==> src/design/fnd_pkg.sv <==
`default_nettype none

package fnd_pkg;

    ////////////////////////////////////////////////////////////////////
    // widths

    localparam int NUM_BUTTONS = 4;
    localparam int COUNT_W     = 16;
    localparam int DIGIT_W     = 4;   // one hex nibble
    localparam int NUM_DIGITS  = 4;
    localparam int SEG_W       = 8;   // a..g plus dp

    ////////////////////////////////////////////////////////////////////
    // button positions in the buttons vector

    localparam int BTN_UP    = 0;
    localparam int BTN_DOWN  = 1;
    localparam int BTN_LEFT  = 2;
    localparam int BTN_RIGHT = 3;

    ////////////////////////////////////////////////////////////////////
    // count word, seen whole or as display digits

    typedef union packed {
        logic [COUNT_W-1:0]                 word;
        logic [NUM_DIGITS-1:0][DIGIT_W-1:0] digit;  // digit[0] is bits 3:0
    } count_word_u;

    // bit 0 = segment a ... bit 6 = segment g, bit 7 = dp
    typedef logic [SEG_W-1:0] seg_pattern_t;

endpackage

`default_nettype wire

==> src/design/btn_event_if.sv <==
`timescale 1ns/1ps
`default_nettype none

// one-cycle button events, no acknowledge
interface btn_event_if;

    logic up;
    logic down;
    logic left;
    logic right;

    modport producer (
        output up, down, left, right
    );

    modport consumer (
        input up, down, left, right
    );

endinterface

`default_nettype wire

==> src/design/btn_debounce.sv <==
`timescale 1ns/1ps
`default_nettype none

module btn_debounce #(
    parameter int DEBOUNCE_DIV_BITS = 16
) (
    input  logic                             clk,
    input  logic                             reset_p,
    input  logic [fnd_pkg::NUM_BUTTONS-1:0] buttons,
    output logic [fnd_pkg::NUM_BUTTONS-1:0] debounced
);

    logic [DEBOUNCE_DIV_BITS-1:0] div_cnt;
    logic                         sample_tick;

    // free-running prescaler
    always_ff @(posedge clk or posedge reset_p) begin
        if (reset_p) begin
            div_cnt <= '0;
        end else begin
            div_cnt <= div_cnt + 1'b1;
        end
    end

    assign sample_tick = (div_cnt == '1);  // one cycle per wrap

    // bounces shorter than one tick period never reach the register
    always_ff @(posedge clk or posedge reset_p) begin
        if (reset_p) begin
            debounced <= '0;
        end else if (sample_tick) begin
            debounced <= buttons;
        end
    end

endmodule

`default_nettype wire

==> src/design/btn_edge_detector.sv <==
`timescale 1ns/1ps
`default_nettype none

module btn_edge_detector (
    input  logic                             clk,
    input  logic                             reset_p,
    input  logic [fnd_pkg::NUM_BUTTONS-1:0] debounced,
    btn_event_if.producer                    events
);

    logic [fnd_pkg::NUM_BUTTONS-1:0] cur_q;
    logic [fnd_pkg::NUM_BUTTONS-1:0] old_q;
    logic [fnd_pkg::NUM_BUTTONS-1:0] rise;

    always_ff @(posedge clk or posedge reset_p) begin
        if (reset_p) begin
            cur_q <= '0;
            old_q <= '0;
        end else begin
            cur_q <= debounced;
            old_q <= cur_q;
        end
    end

    assign rise = cur_q & ~old_q;  // 0 -> 1 seen between the two stages

    // registered pulses, two cycles after debounced rises
    always_ff @(posedge clk or posedge reset_p) begin
        if (reset_p) begin
            events.up    <= 1'b0;
            events.down  <= 1'b0;
            events.left  <= 1'b0;
            events.right <= 1'b0;
        end else begin
            events.up    <= rise[fnd_pkg::BTN_UP];
            events.down  <= rise[fnd_pkg::BTN_DOWN];
            events.left  <= rise[fnd_pkg::BTN_LEFT];
            events.right <= rise[fnd_pkg::BTN_RIGHT];
        end
    end

endmodule

`default_nettype wire

==> src/design/count_control.sv <==
`timescale 1ns/1ps
`default_nettype none

module count_control (
    input  logic                 clk,
    input  logic                 reset_p,
    btn_event_if.consumer        events,
    output fnd_pkg::count_word_u count
);

    localparam int W = fnd_pkg::COUNT_W;

    ////////////////////////////////////////////////////////////////////
    // one operation per cycle, up > down > left > right

    always_ff @(posedge clk or posedge reset_p) begin
        if (reset_p) begin
            count.word <= '0;
        end else begin
            if (events.up) begin
                count.word <= count.word + 1'b1;  // wraps FFFF -> 0
            end else if (events.down) begin
                count.word <= count.word - 1'b1;  // wraps 0 -> FFFF
            end else if (events.left) begin
                // msb comes around to bit 0
                count.word <= {count.word[W-2:0], count.word[W-1]};
            end else if (events.right) begin
                count.word <= {count.word[0], count.word[W-1:1]};
            end
            // lower-priority events in the same cycle are dropped
        end
    end

endmodule

`default_nettype wire

==> src/design/fnd_scan.sv <==
`timescale 1ns/1ps
`default_nettype none

module fnd_scan #(
    parameter int SCAN_DIV_BITS = 16
) (
    input  logic                            clk,
    input  logic                            reset_p,
    output logic [fnd_pkg::NUM_DIGITS-1:0] com
);

    logic [SCAN_DIV_BITS-1:0] div_cnt;
    logic                     scan_tick;

    always_ff @(posedge clk or posedge reset_p) begin
        if (reset_p) begin
            div_cnt <= '0;
        end else begin
            div_cnt <= div_cnt + 1'b1;
        end
    end

    assign scan_tick = (div_cnt == '1);

    ////////////////////////////////////////////////////////////////////
    // active-low digit ring, low bit walks toward the msb

    always_ff @(posedge clk or posedge reset_p) begin
        if (reset_p) begin
            com <= 4'b1110;
        end else if (scan_tick) begin
            case (com)
                4'b1110: com <= 4'b1101;
                4'b1101: com <= 4'b1011;
                4'b1011: com <= 4'b0111;
                4'b0111: com <= 4'b1110;
                default: com <= 4'b1110;  // recover from a bad state
            endcase
        end
    end

endmodule

`default_nettype wire

==> src/design/fnd_encoder.sv <==
`timescale 1ns/1ps
`default_nettype none

module fnd_encoder (
    input  fnd_pkg::count_word_u            count,
    input  logic [fnd_pkg::NUM_DIGITS-1:0] com,
    output fnd_pkg::seg_pattern_t           seg_7
);

    logic [$clog2(fnd_pkg::NUM_DIGITS)-1:0] digit_sel;
    logic [fnd_pkg::DIGIT_W-1:0]            nibble;
    fnd_pkg::seg_pattern_t                  seg_on;  // active high, dp in bit 7

    // digit whose enable is low
    always_comb begin
        case (com)
            4'b1110: digit_sel = 2'd0;
            4'b1101: digit_sel = 2'd1;
            4'b1011: digit_sel = 2'd2;
            4'b0111: digit_sel = 2'd3;
            default: digit_sel = 2'd0;
        endcase
    end

    assign nibble = count.digit[digit_sel];

    ////////////////////////////////////////////////////////////////////
    // hex font, gfedcba

    always_comb begin
        case (nibble)
            4'h0: seg_on = 8'h3F;
            4'h1: seg_on = 8'h06;
            4'h2: seg_on = 8'h5B;
            4'h3: seg_on = 8'h4F;
            4'h4: seg_on = 8'h66;
            4'h5: seg_on = 8'h6D;
            4'h6: seg_on = 8'h7D;
            4'h7: seg_on = 8'h07;
            4'h8: seg_on = 8'h7F;
            4'h9: seg_on = 8'h6F;
            4'hA: seg_on = 8'h77;
            4'hB: seg_on = 8'h7C;  // lower case b
            4'hC: seg_on = 8'h39;
            4'hD: seg_on = 8'h5E;  // lower case d
            4'hE: seg_on = 8'h79;
            default: seg_on = 8'h71;  // F
        endcase
    end

    // common-anode panel, dp stays dark
    assign seg_7 = ~seg_on;

endmodule

`default_nettype wire

==> src/design/fnd_counter_top.sv <==
`timescale 1ns/1ps
`default_nettype none

module fnd_counter_top #(
    parameter int DEBOUNCE_DIV_BITS = 16,
    parameter int SCAN_DIV_BITS     = 16
) (
    input  logic                             clk,
    input  logic                             reset_p,
    input  logic [fnd_pkg::NUM_BUTTONS-1:0] buttons,     // raw, active high
    output logic [fnd_pkg::COUNT_W-1:0]     count,
    output logic [fnd_pkg::SEG_W-1:0]       seg_7,       // active low
    output logic [fnd_pkg::NUM_DIGITS-1:0]  com          // active low
);

    logic [fnd_pkg::NUM_BUTTONS-1:0] debounced;
    fnd_pkg::count_word_u            count_w;

    btn_event_if btn_events ();

    ////////////////////////////////////////////////////////////////////
    // button path

    btn_debounce #(
        .DEBOUNCE_DIV_BITS (DEBOUNCE_DIV_BITS)
    ) u_debounce (
        .clk       (clk),
        .reset_p   (reset_p),
        .buttons   (buttons),
        .debounced (debounced)
    );

    btn_edge_detector u_edge (
        .clk       (clk),
        .reset_p   (reset_p),
        .debounced (debounced),
        .events    (btn_events.producer)
    );

    count_control u_count (
        .clk     (clk),
        .reset_p (reset_p),
        .events  (btn_events.consumer),
        .count   (count_w)
    );

    ////////////////////////////////////////////////////////////////////
    // display path

    fnd_scan #(
        .SCAN_DIV_BITS (SCAN_DIV_BITS)
    ) u_scan (
        .clk     (clk),
        .reset_p (reset_p),
        .com     (com)
    );

    fnd_encoder u_encoder (
        .count (count_w),
        .com   (com),
        .seg_7 (seg_7)
    );

    assign count = count_w.word;  // plain vector at the pins

endmodule

`default_nettype wire

==> config.mk <==
export PLATFORM = sky130hd
export DESIGN_NAME = fnd_counter_top
export DESIGN_NICKNAME = d
export VERILOG_FILES = /design/src/design/fnd_pkg.sv /design/src/design/btn_event_if.sv /design/src/design/btn_debounce.sv /design/src/design/btn_edge_detector.sv /design/src/design/count_control.sv /design/src/design/fnd_scan.sv /design/src/design/fnd_encoder.sv /design/src/design/fnd_counter_top.sv
export SDC_FILE = /design/constraint.sdc
export NUM_CORES = 1
export LEC_CHECK = 0
export ABC_AREA = 1
export BUFFER_PORTS_ARGS = -buffer_cell sky130_fd_sc_hd__buf_2
export CORE_ASPECT_RATIO = 0.9
export CORE_MARGIN = 3
export CORE_UTILIZATION = 60
export DETAILED_ROUTE_END_ITERATION = 10
export PLACE_DENSITY = 0.9
export SYNTH_ARGS = -nofsm -noshare
export SYNTH_HDL_FRONTEND = slang
export SYNTH_SLANG_ARGS = --single-unit
==> constraint.sdc <==
create_clock -name clk -period 3.1 [get_ports clk]
set_input_delay 0.465 -clock clk [delete_from_list [all_inputs] [get_ports clk]]
set_output_delay 0.465 -clock clk [all_outputs]
set_load 0.05 [all_outputs]
After elaboration in Yosys (flattened, before gate mapping)
Memories as Yosys holds them, arrays and structs flattened.
Cells that the tools add are included.
{"block": "totals", "regBits": 68, "latchBits": 0, "ram_bits": 0, "romBits": 112, "in_bits": 6, "output_inout_bits": 28, "elab_cells": 35, "memories": 1}
{"block": "op_classes", "addsub": 4, "mul": 0, "div_mod_pow": 0, "n_lt_le_gt_ge": 1, "n_eq_ne": 6, "n_shift": 0, "n_mux": 8, "n_bitwise": 3, "n_reduce_logical": 1}
{"memory": "(name not given)", "words": 16, "word_bits": 7, "read_ports": 1, "rd_clocked_by_memory_dff": 0, "wr": 0, "line": "fnd_encoder.sv:31", "text": "case (nibble)"}
{"op": "$mux 16", "count": 4}
{"op": "$add 16x1->16 const B", "count": 3}
{"op": "$eq 16x16->1 const B", "count": 2}
{"op": "$sub 16x1->16 const B", "count": 1}
{"op": "$eq 4x4->1 const B", "count": 3}
{"op": "$pmux 4 s3", "count": 1}
{"op": "$bmux 4 s2", "count": 1}
{"op": "$not 8->8", "count": 1}
{"op": "$pmux 2 s3", "count": 1}
{"op": "$and 4x4->4", "count": 1}
{"op": "$eq 4x3->1 const B", "count": 1}
{"op": "$mux 4", "count": 1}
{"op": "$not 4->4", "count": 1}
{"op": "$reduce_bool 4->1", "count": 1}
{"op": "$lt 2x3->1 const B", "count": 1}

Depth between registers and ports, before layout
An unclocked memory read counts as a cell.
{"block": "depth", "word_depth": 6, "mapped_depth": 15}

Hierarchy
Synthesis repeated with hierarchy kept, for this count alone.
{"block": "unflattened", "hier_cells": 664, "hier_area_um2": 4733.3}
{"mod": "count_control", "instances": 1, "cells_per_inst": 308, "area_per_inst_um2": 1806.7, "seq_area_each_um2": 400.4}
{"mod": "fnd_scan", "instances": 1, "cells_per_inst": 122, "area_per_inst_um2": 1022.2, "seq_area_each_um2": 504.2}
{"mod": "btn_debounce", "instances": 1, "cells_per_inst": 111, "area_per_inst_um2": 964.7, "seq_area_each_um2": 500.5}
{"mod": "fnd_encoder", "instances": 1, "cells_per_inst": 102, "area_per_inst_um2": 595.6, "seq_area_each_um2": 0.0}
{"mod": "btn_edge_detector", "instances": 1, "cells_per_inst": 21, "area_per_inst_um2": 344.1, "seq_area_each_um2": 300.3}

Worst setup path before layout
Ideal clock, no wire load.
{"block": "synth_path", "kind": "reg2out", "from": "register u_scan.com[0] (netlist name)", "to": "output seg_7[2] (netlist name)", "arrival_time_ps": 2436, "setup_slack_ps": 199, "stages_incl_launch_ff": 12, "n_path_buf": 0, "path_cell_list": "dfrtp_1 nand2_2 inv_1 nand3_2 nand2_4 nand2_1 nand3_1 nand2_1 inv_1 ha_1 nand2_1 o21ai_1"}
{"block": "synth_between", "elab_chain_cells": 6}
{"element": "start: declaration", "line": "fnd_scan.sv:9", "text": "output logic [fnd_pkg::NUM_DIGITS-1:0] com"}
{"element": "start signal: assignment", "line": "fnd_scan.sv:30", "text": "com <= 4'b1110;"}
{"element": "start signal: assignment", "line": "fnd_scan.sv:33", "text": "4'b1110: com <= 4'b1101;"}
{"element": "start signal: assignment", "line": "fnd_scan.sv:34", "text": "4'b1101: com <= 4'b1011;"}
{"element": "$eq 4x3->1 or $eq 4x4->1 (tied branches)", "line": "fnd_encoder.sv:16", "text": "case (com)"}
{"element": "$pmux 2 s3 *", "line": "fnd_encoder.sv:16"}
{"element": "$bmux 4 s2 *", "line": "fnd_encoder.sv:25", "text": "assign nibble = count.digit[digit_sel];"}
{"element": "$mux 4 (not written as such) *", "line": "fnd_encoder.sv:25"}
{"element": "$mem_v2 16x7 *"}
{"element": "$not 8->8 *", "line": "fnd_encoder.sv:52", "text": "assign seg_7 = ~seg_on;"}
{"element": "end: declaration", "line": "fnd_counter_top.sv:12", "text": "output logic [fnd_pkg::SEG_W-1:0] seg_7,"}
Every way passes the cells marked *; elsewhere a longest branch is shown, timed or not. The select of a mux whose other input is x is not followed.

Worst setup path in the final report
{"block": "layout_path", "from": "register u_scan.com[2] (netlist name)", "to": "output seg_7[1] (netlist name)"}
The elaborated chain is that of the path after synthesis.

==> summary.txt <==
Outcome
  • Status: complete, no violations

Power
  • Static Leak: 2.38 nW
  • NetSw: 389 uW
  • Peak VDD IR: 0.361 mV
  • Pwr Density: 374 nW/um^2
  • Total power draw: 1.82 mW
  • Sw Ratio: 21.4%
  • Clock share of power: 49.8%
  • Sequential share of power: between 40 and 50%
  • Comb pwr share: 1.4%
  • Internal Power: 1.43 mW

Route
  • Vias: 4180
  • Antenna viol nets, final: 0
  • Initial DRC count: 461
  • 1st-pass router iterations: 6
  • DRT Wirelength: roughly 11000 um
  • DR vias/cell: 5.88
  • Post-route DRC: 0
  • WL/cell: 15.9 um

Placed design
  • DP Cell Count: 689
  • Hpwl dp: 7920 um
  • Cell area after placement: 4520 sq um
  • Setup WS pre-CTS: 0.261 ns
  • Port Buffer Count: 32
  • Gpl congestion: 0.985

Die
  • Chip width: 95.0 um
  • Row count: 28
  • Die area: 8180 sq um
  • Placeable Area: ~6800 sq um
  • Chip height: 86.1 um
  • Io pins: 34
  • Initial Utilization: 63.3%

Synthesis
  • Post-synth top flop: dfrtp_1
  • Async SR Flop Fraction: 100%
  • Synth Cell Area: 4280 sq um
  • Synth Net Count: 597
  • Yosys cell types: 44
  • Post-synth EDFFs: 0
  • Post-synth top area share: 38.0%
  • Post-synth top area cell: dfrtp_1
  • Most frequent cells after synthesis: 141 x nand2_1, 69 x inv_1, 65 x dfrtp_1
  • Mapped Cells: 580
  • Yosys warns: 0
  • Syn avg cell area: ~7.4 sq um
  • Most instantiated library cell after synthesis: nand2_1
  • Main area contributors after synthesis: dfrtp_1 38%, nand2_1 12%, nand3_1 6.2%
  • Seq/Total Area, Yosys: about 40%
  • Number of synthesized register bits: 68

Timing
  • Slew headroom: 48.7%
  • Final setup violation count: 0
  • Max-slew violation count: 0
  • Final hold violations: 0
  • Crit path time final: around 3.0 ns
  • Maximum clock rate: around 330 MHz
  • Hold slack final: 0.228 ns
  • Setup slack after layout: 0.0816 ns
  • Worst clock skew: between 0.008 and 0.009 ns
  • TNS Setup: 0 ns
  • Worst-Margin Slew: 0.769 ns
  • Final Cycle Share: 97.4%

Critical path
  • Critical Path Start Type: register
  • Critical Path RT: 2.63 ns
  • Crit path arrival time: 2.55 ns
  • Crit end category: output port
  • Crit Path Class: reg2out
  • Worst-path fanout max: 6
  • Reg2reg end: u_count.count[6]$_DFFE_PP0P_
  • Path depth of the worst reg2reg path: 6
  • R2r startpoint: u_edge.events.left$_DFF_PP0_
  • Reg2Reg Setup Slack: just under 0.9 ns

Clock tree
  • Worst-path clk slew: ~0.080 ns
  • CTS root buffer: clkbuf_8
  • CTS buffer count: 9
  • Worst-Skew Late Latency: 0.35 ns
  • Depth of the CTS H-tree: 3
  • Clk buf depth: 2
  • CTS Sinks: 68
  • TritonCTS clock tree: yes

GRT
  • Initial antenna violation count: 0
  • Vias in the first global route: 3882
  • First-pass GRT wire length: 18300 um
  • Pin count of the biggest net entering global routing: 36
  • Global route overflow: 0
  • Global Route Usage Sum: 29.0%

Final layout
  • Filler cells: just under 500
  • Post-layout nets: around 630
  • N_diodes: 0
  • Post-layout util: between 70% and 80%
  • Final instance area: roughly 4900 sq um
  • Layout cell share with drive strength beyond 1: approximately 16%
  • Area grow syn2layout: 13.7%
  • Post-route insts no fill: 711

Flow run
  • MaxCap Viol Count: 0

Min path
  • Worst hold path class: in2async
[layout by cell type (no fill, tap or decap), drive strengths merged, types with 2 or more instances in the layout]
master    count
a21oi        24
a31oi         3
buf          41
bufinv        3
clkbuf       11
clkinv        2
clkinvlp      2
dfrtp        65
dfstp         3
ha           11
inv          73
nand2       152
nand3        55
nand3b        2
nand4        10
nor2         58
nor3         10
nor3b         2
nor4          3
o211ai        2
o21ai        49
o31ai         2
xnor2         7
xor2         25
[worst max-delay path by stage]
stage                                         start  endpoint  slack [ns]  cells past startpoint
after CTS                 u_scan.com[3]$_DFFE_PP1N_  seg_7[1]        0.03                     14
after global placement    u_scan.com[3]$_DFFE_PP1N_  seg_7[3]        0.48                     13
after detailed placement  u_scan.com[2]$_DFFE_PP1N_  seg_7[1]        0.26                     14
final                     u_scan.com[2]$_DFFE_PP1N_  seg_7[1]        0.08                     14
after global routing      u_scan.com[1]$_DFFE_PP1N_  seg_7[3]       -0.02                     13
after floorplan           u_scan.com[0]$_DFFE_PP0N_  seg_7[2]        0.20                     11
[logic make-up (layout without fill, tap and decap cells)]
| family | Yosys count | in the layout | synth area share [%] |
|---|---|---|---|
| fa+ha+maj | 11 | 11 | 3.22 |
| flops | 68 | 68 | 39.9 |
| other cells | 1 | 1 | 0.0876 |
| xor+xnor | 32 | 32 | 6.55 |
| simple gates | 292 | 292 | 31.2 |
| buf+inv | 91 | 132 | 8.39 |
| compound gates | 85 | 85 | 10.7 |
[cell type report]
type	instances	area (sq um)	area share, %
Clock buffer	9	124	2.54
Clock inverter	7	123	2.52
Inverter	73	277	5.68
Multi-Input combinational cell	421	2250	46.3
Sequential cell	68	1710	35.0
Tap cell	90	113	2.31
Timing Repair Buffer	43	272	5.58
[layer usage]
metal | wire length, um | track usage (%) | vias to the layer above
li1 | - | - | 1934
met1 | 4570 | 39.4 | 1928
met2 | 5230 | 45.8 | 266
met3 | 1190 | 6.40 | 52
met4 | 335 | 10.7 | 0
met5 | 0 | 0 | -
[worst max-delay path, cell delays in order, from the launching register on]
cell and delay [ns]:
dfstp_2 0.64, inv_2 0.09, nor3_4 0.22, nor2_4 0.10, inv_4 0.09, nand3_1 0.09
nand2_2 0.09, inv_1 0.08, ha_1 0.21, inv_1 0.11, nand2_2 0.06, nand2_1 0.08
nand2_1 0.08, nand2_1 0.11, buf_6 0.17
[state kept, by name, summed over array words and instances (netlist names)]
signal and flops:
u_count.count 16, u_debounce.div_cnt 16, u_scan.div_cnt 16, u_debounce.debounced 4, u_edge.cur_q 4, u_edge.old_q 4
u_scan.com 4, u_edge.events.down 1, u_edge.events.left 1, u_edge.events.right 1, u_edge.events.up 1
[power groups by stage]
stage               registers [mW]  clock network, mW  logic, mW
floorplan                    0.904                  0     0.0173
global placement             0.904                  0     0.0265
detailed placement           0.904                  0     0.0275
CTS                          0.886              0.917     0.0276
global route                 0.886              0.951     0.0305
finish                       0.886              0.906     0.0261
[timing repair]
| action | 4_1_cts | 5_1_grt |
|---|---|---|
| pin swaps | 0 | 5 |
| hold buffers | 0 | 0 |
| setup endpoints to repair | 5 | 7 |
| buffers inserted | 0 | 6 |
| resized for setup | 5 | 13 |
Note: power is estimated with default switching activity, not from simulation.
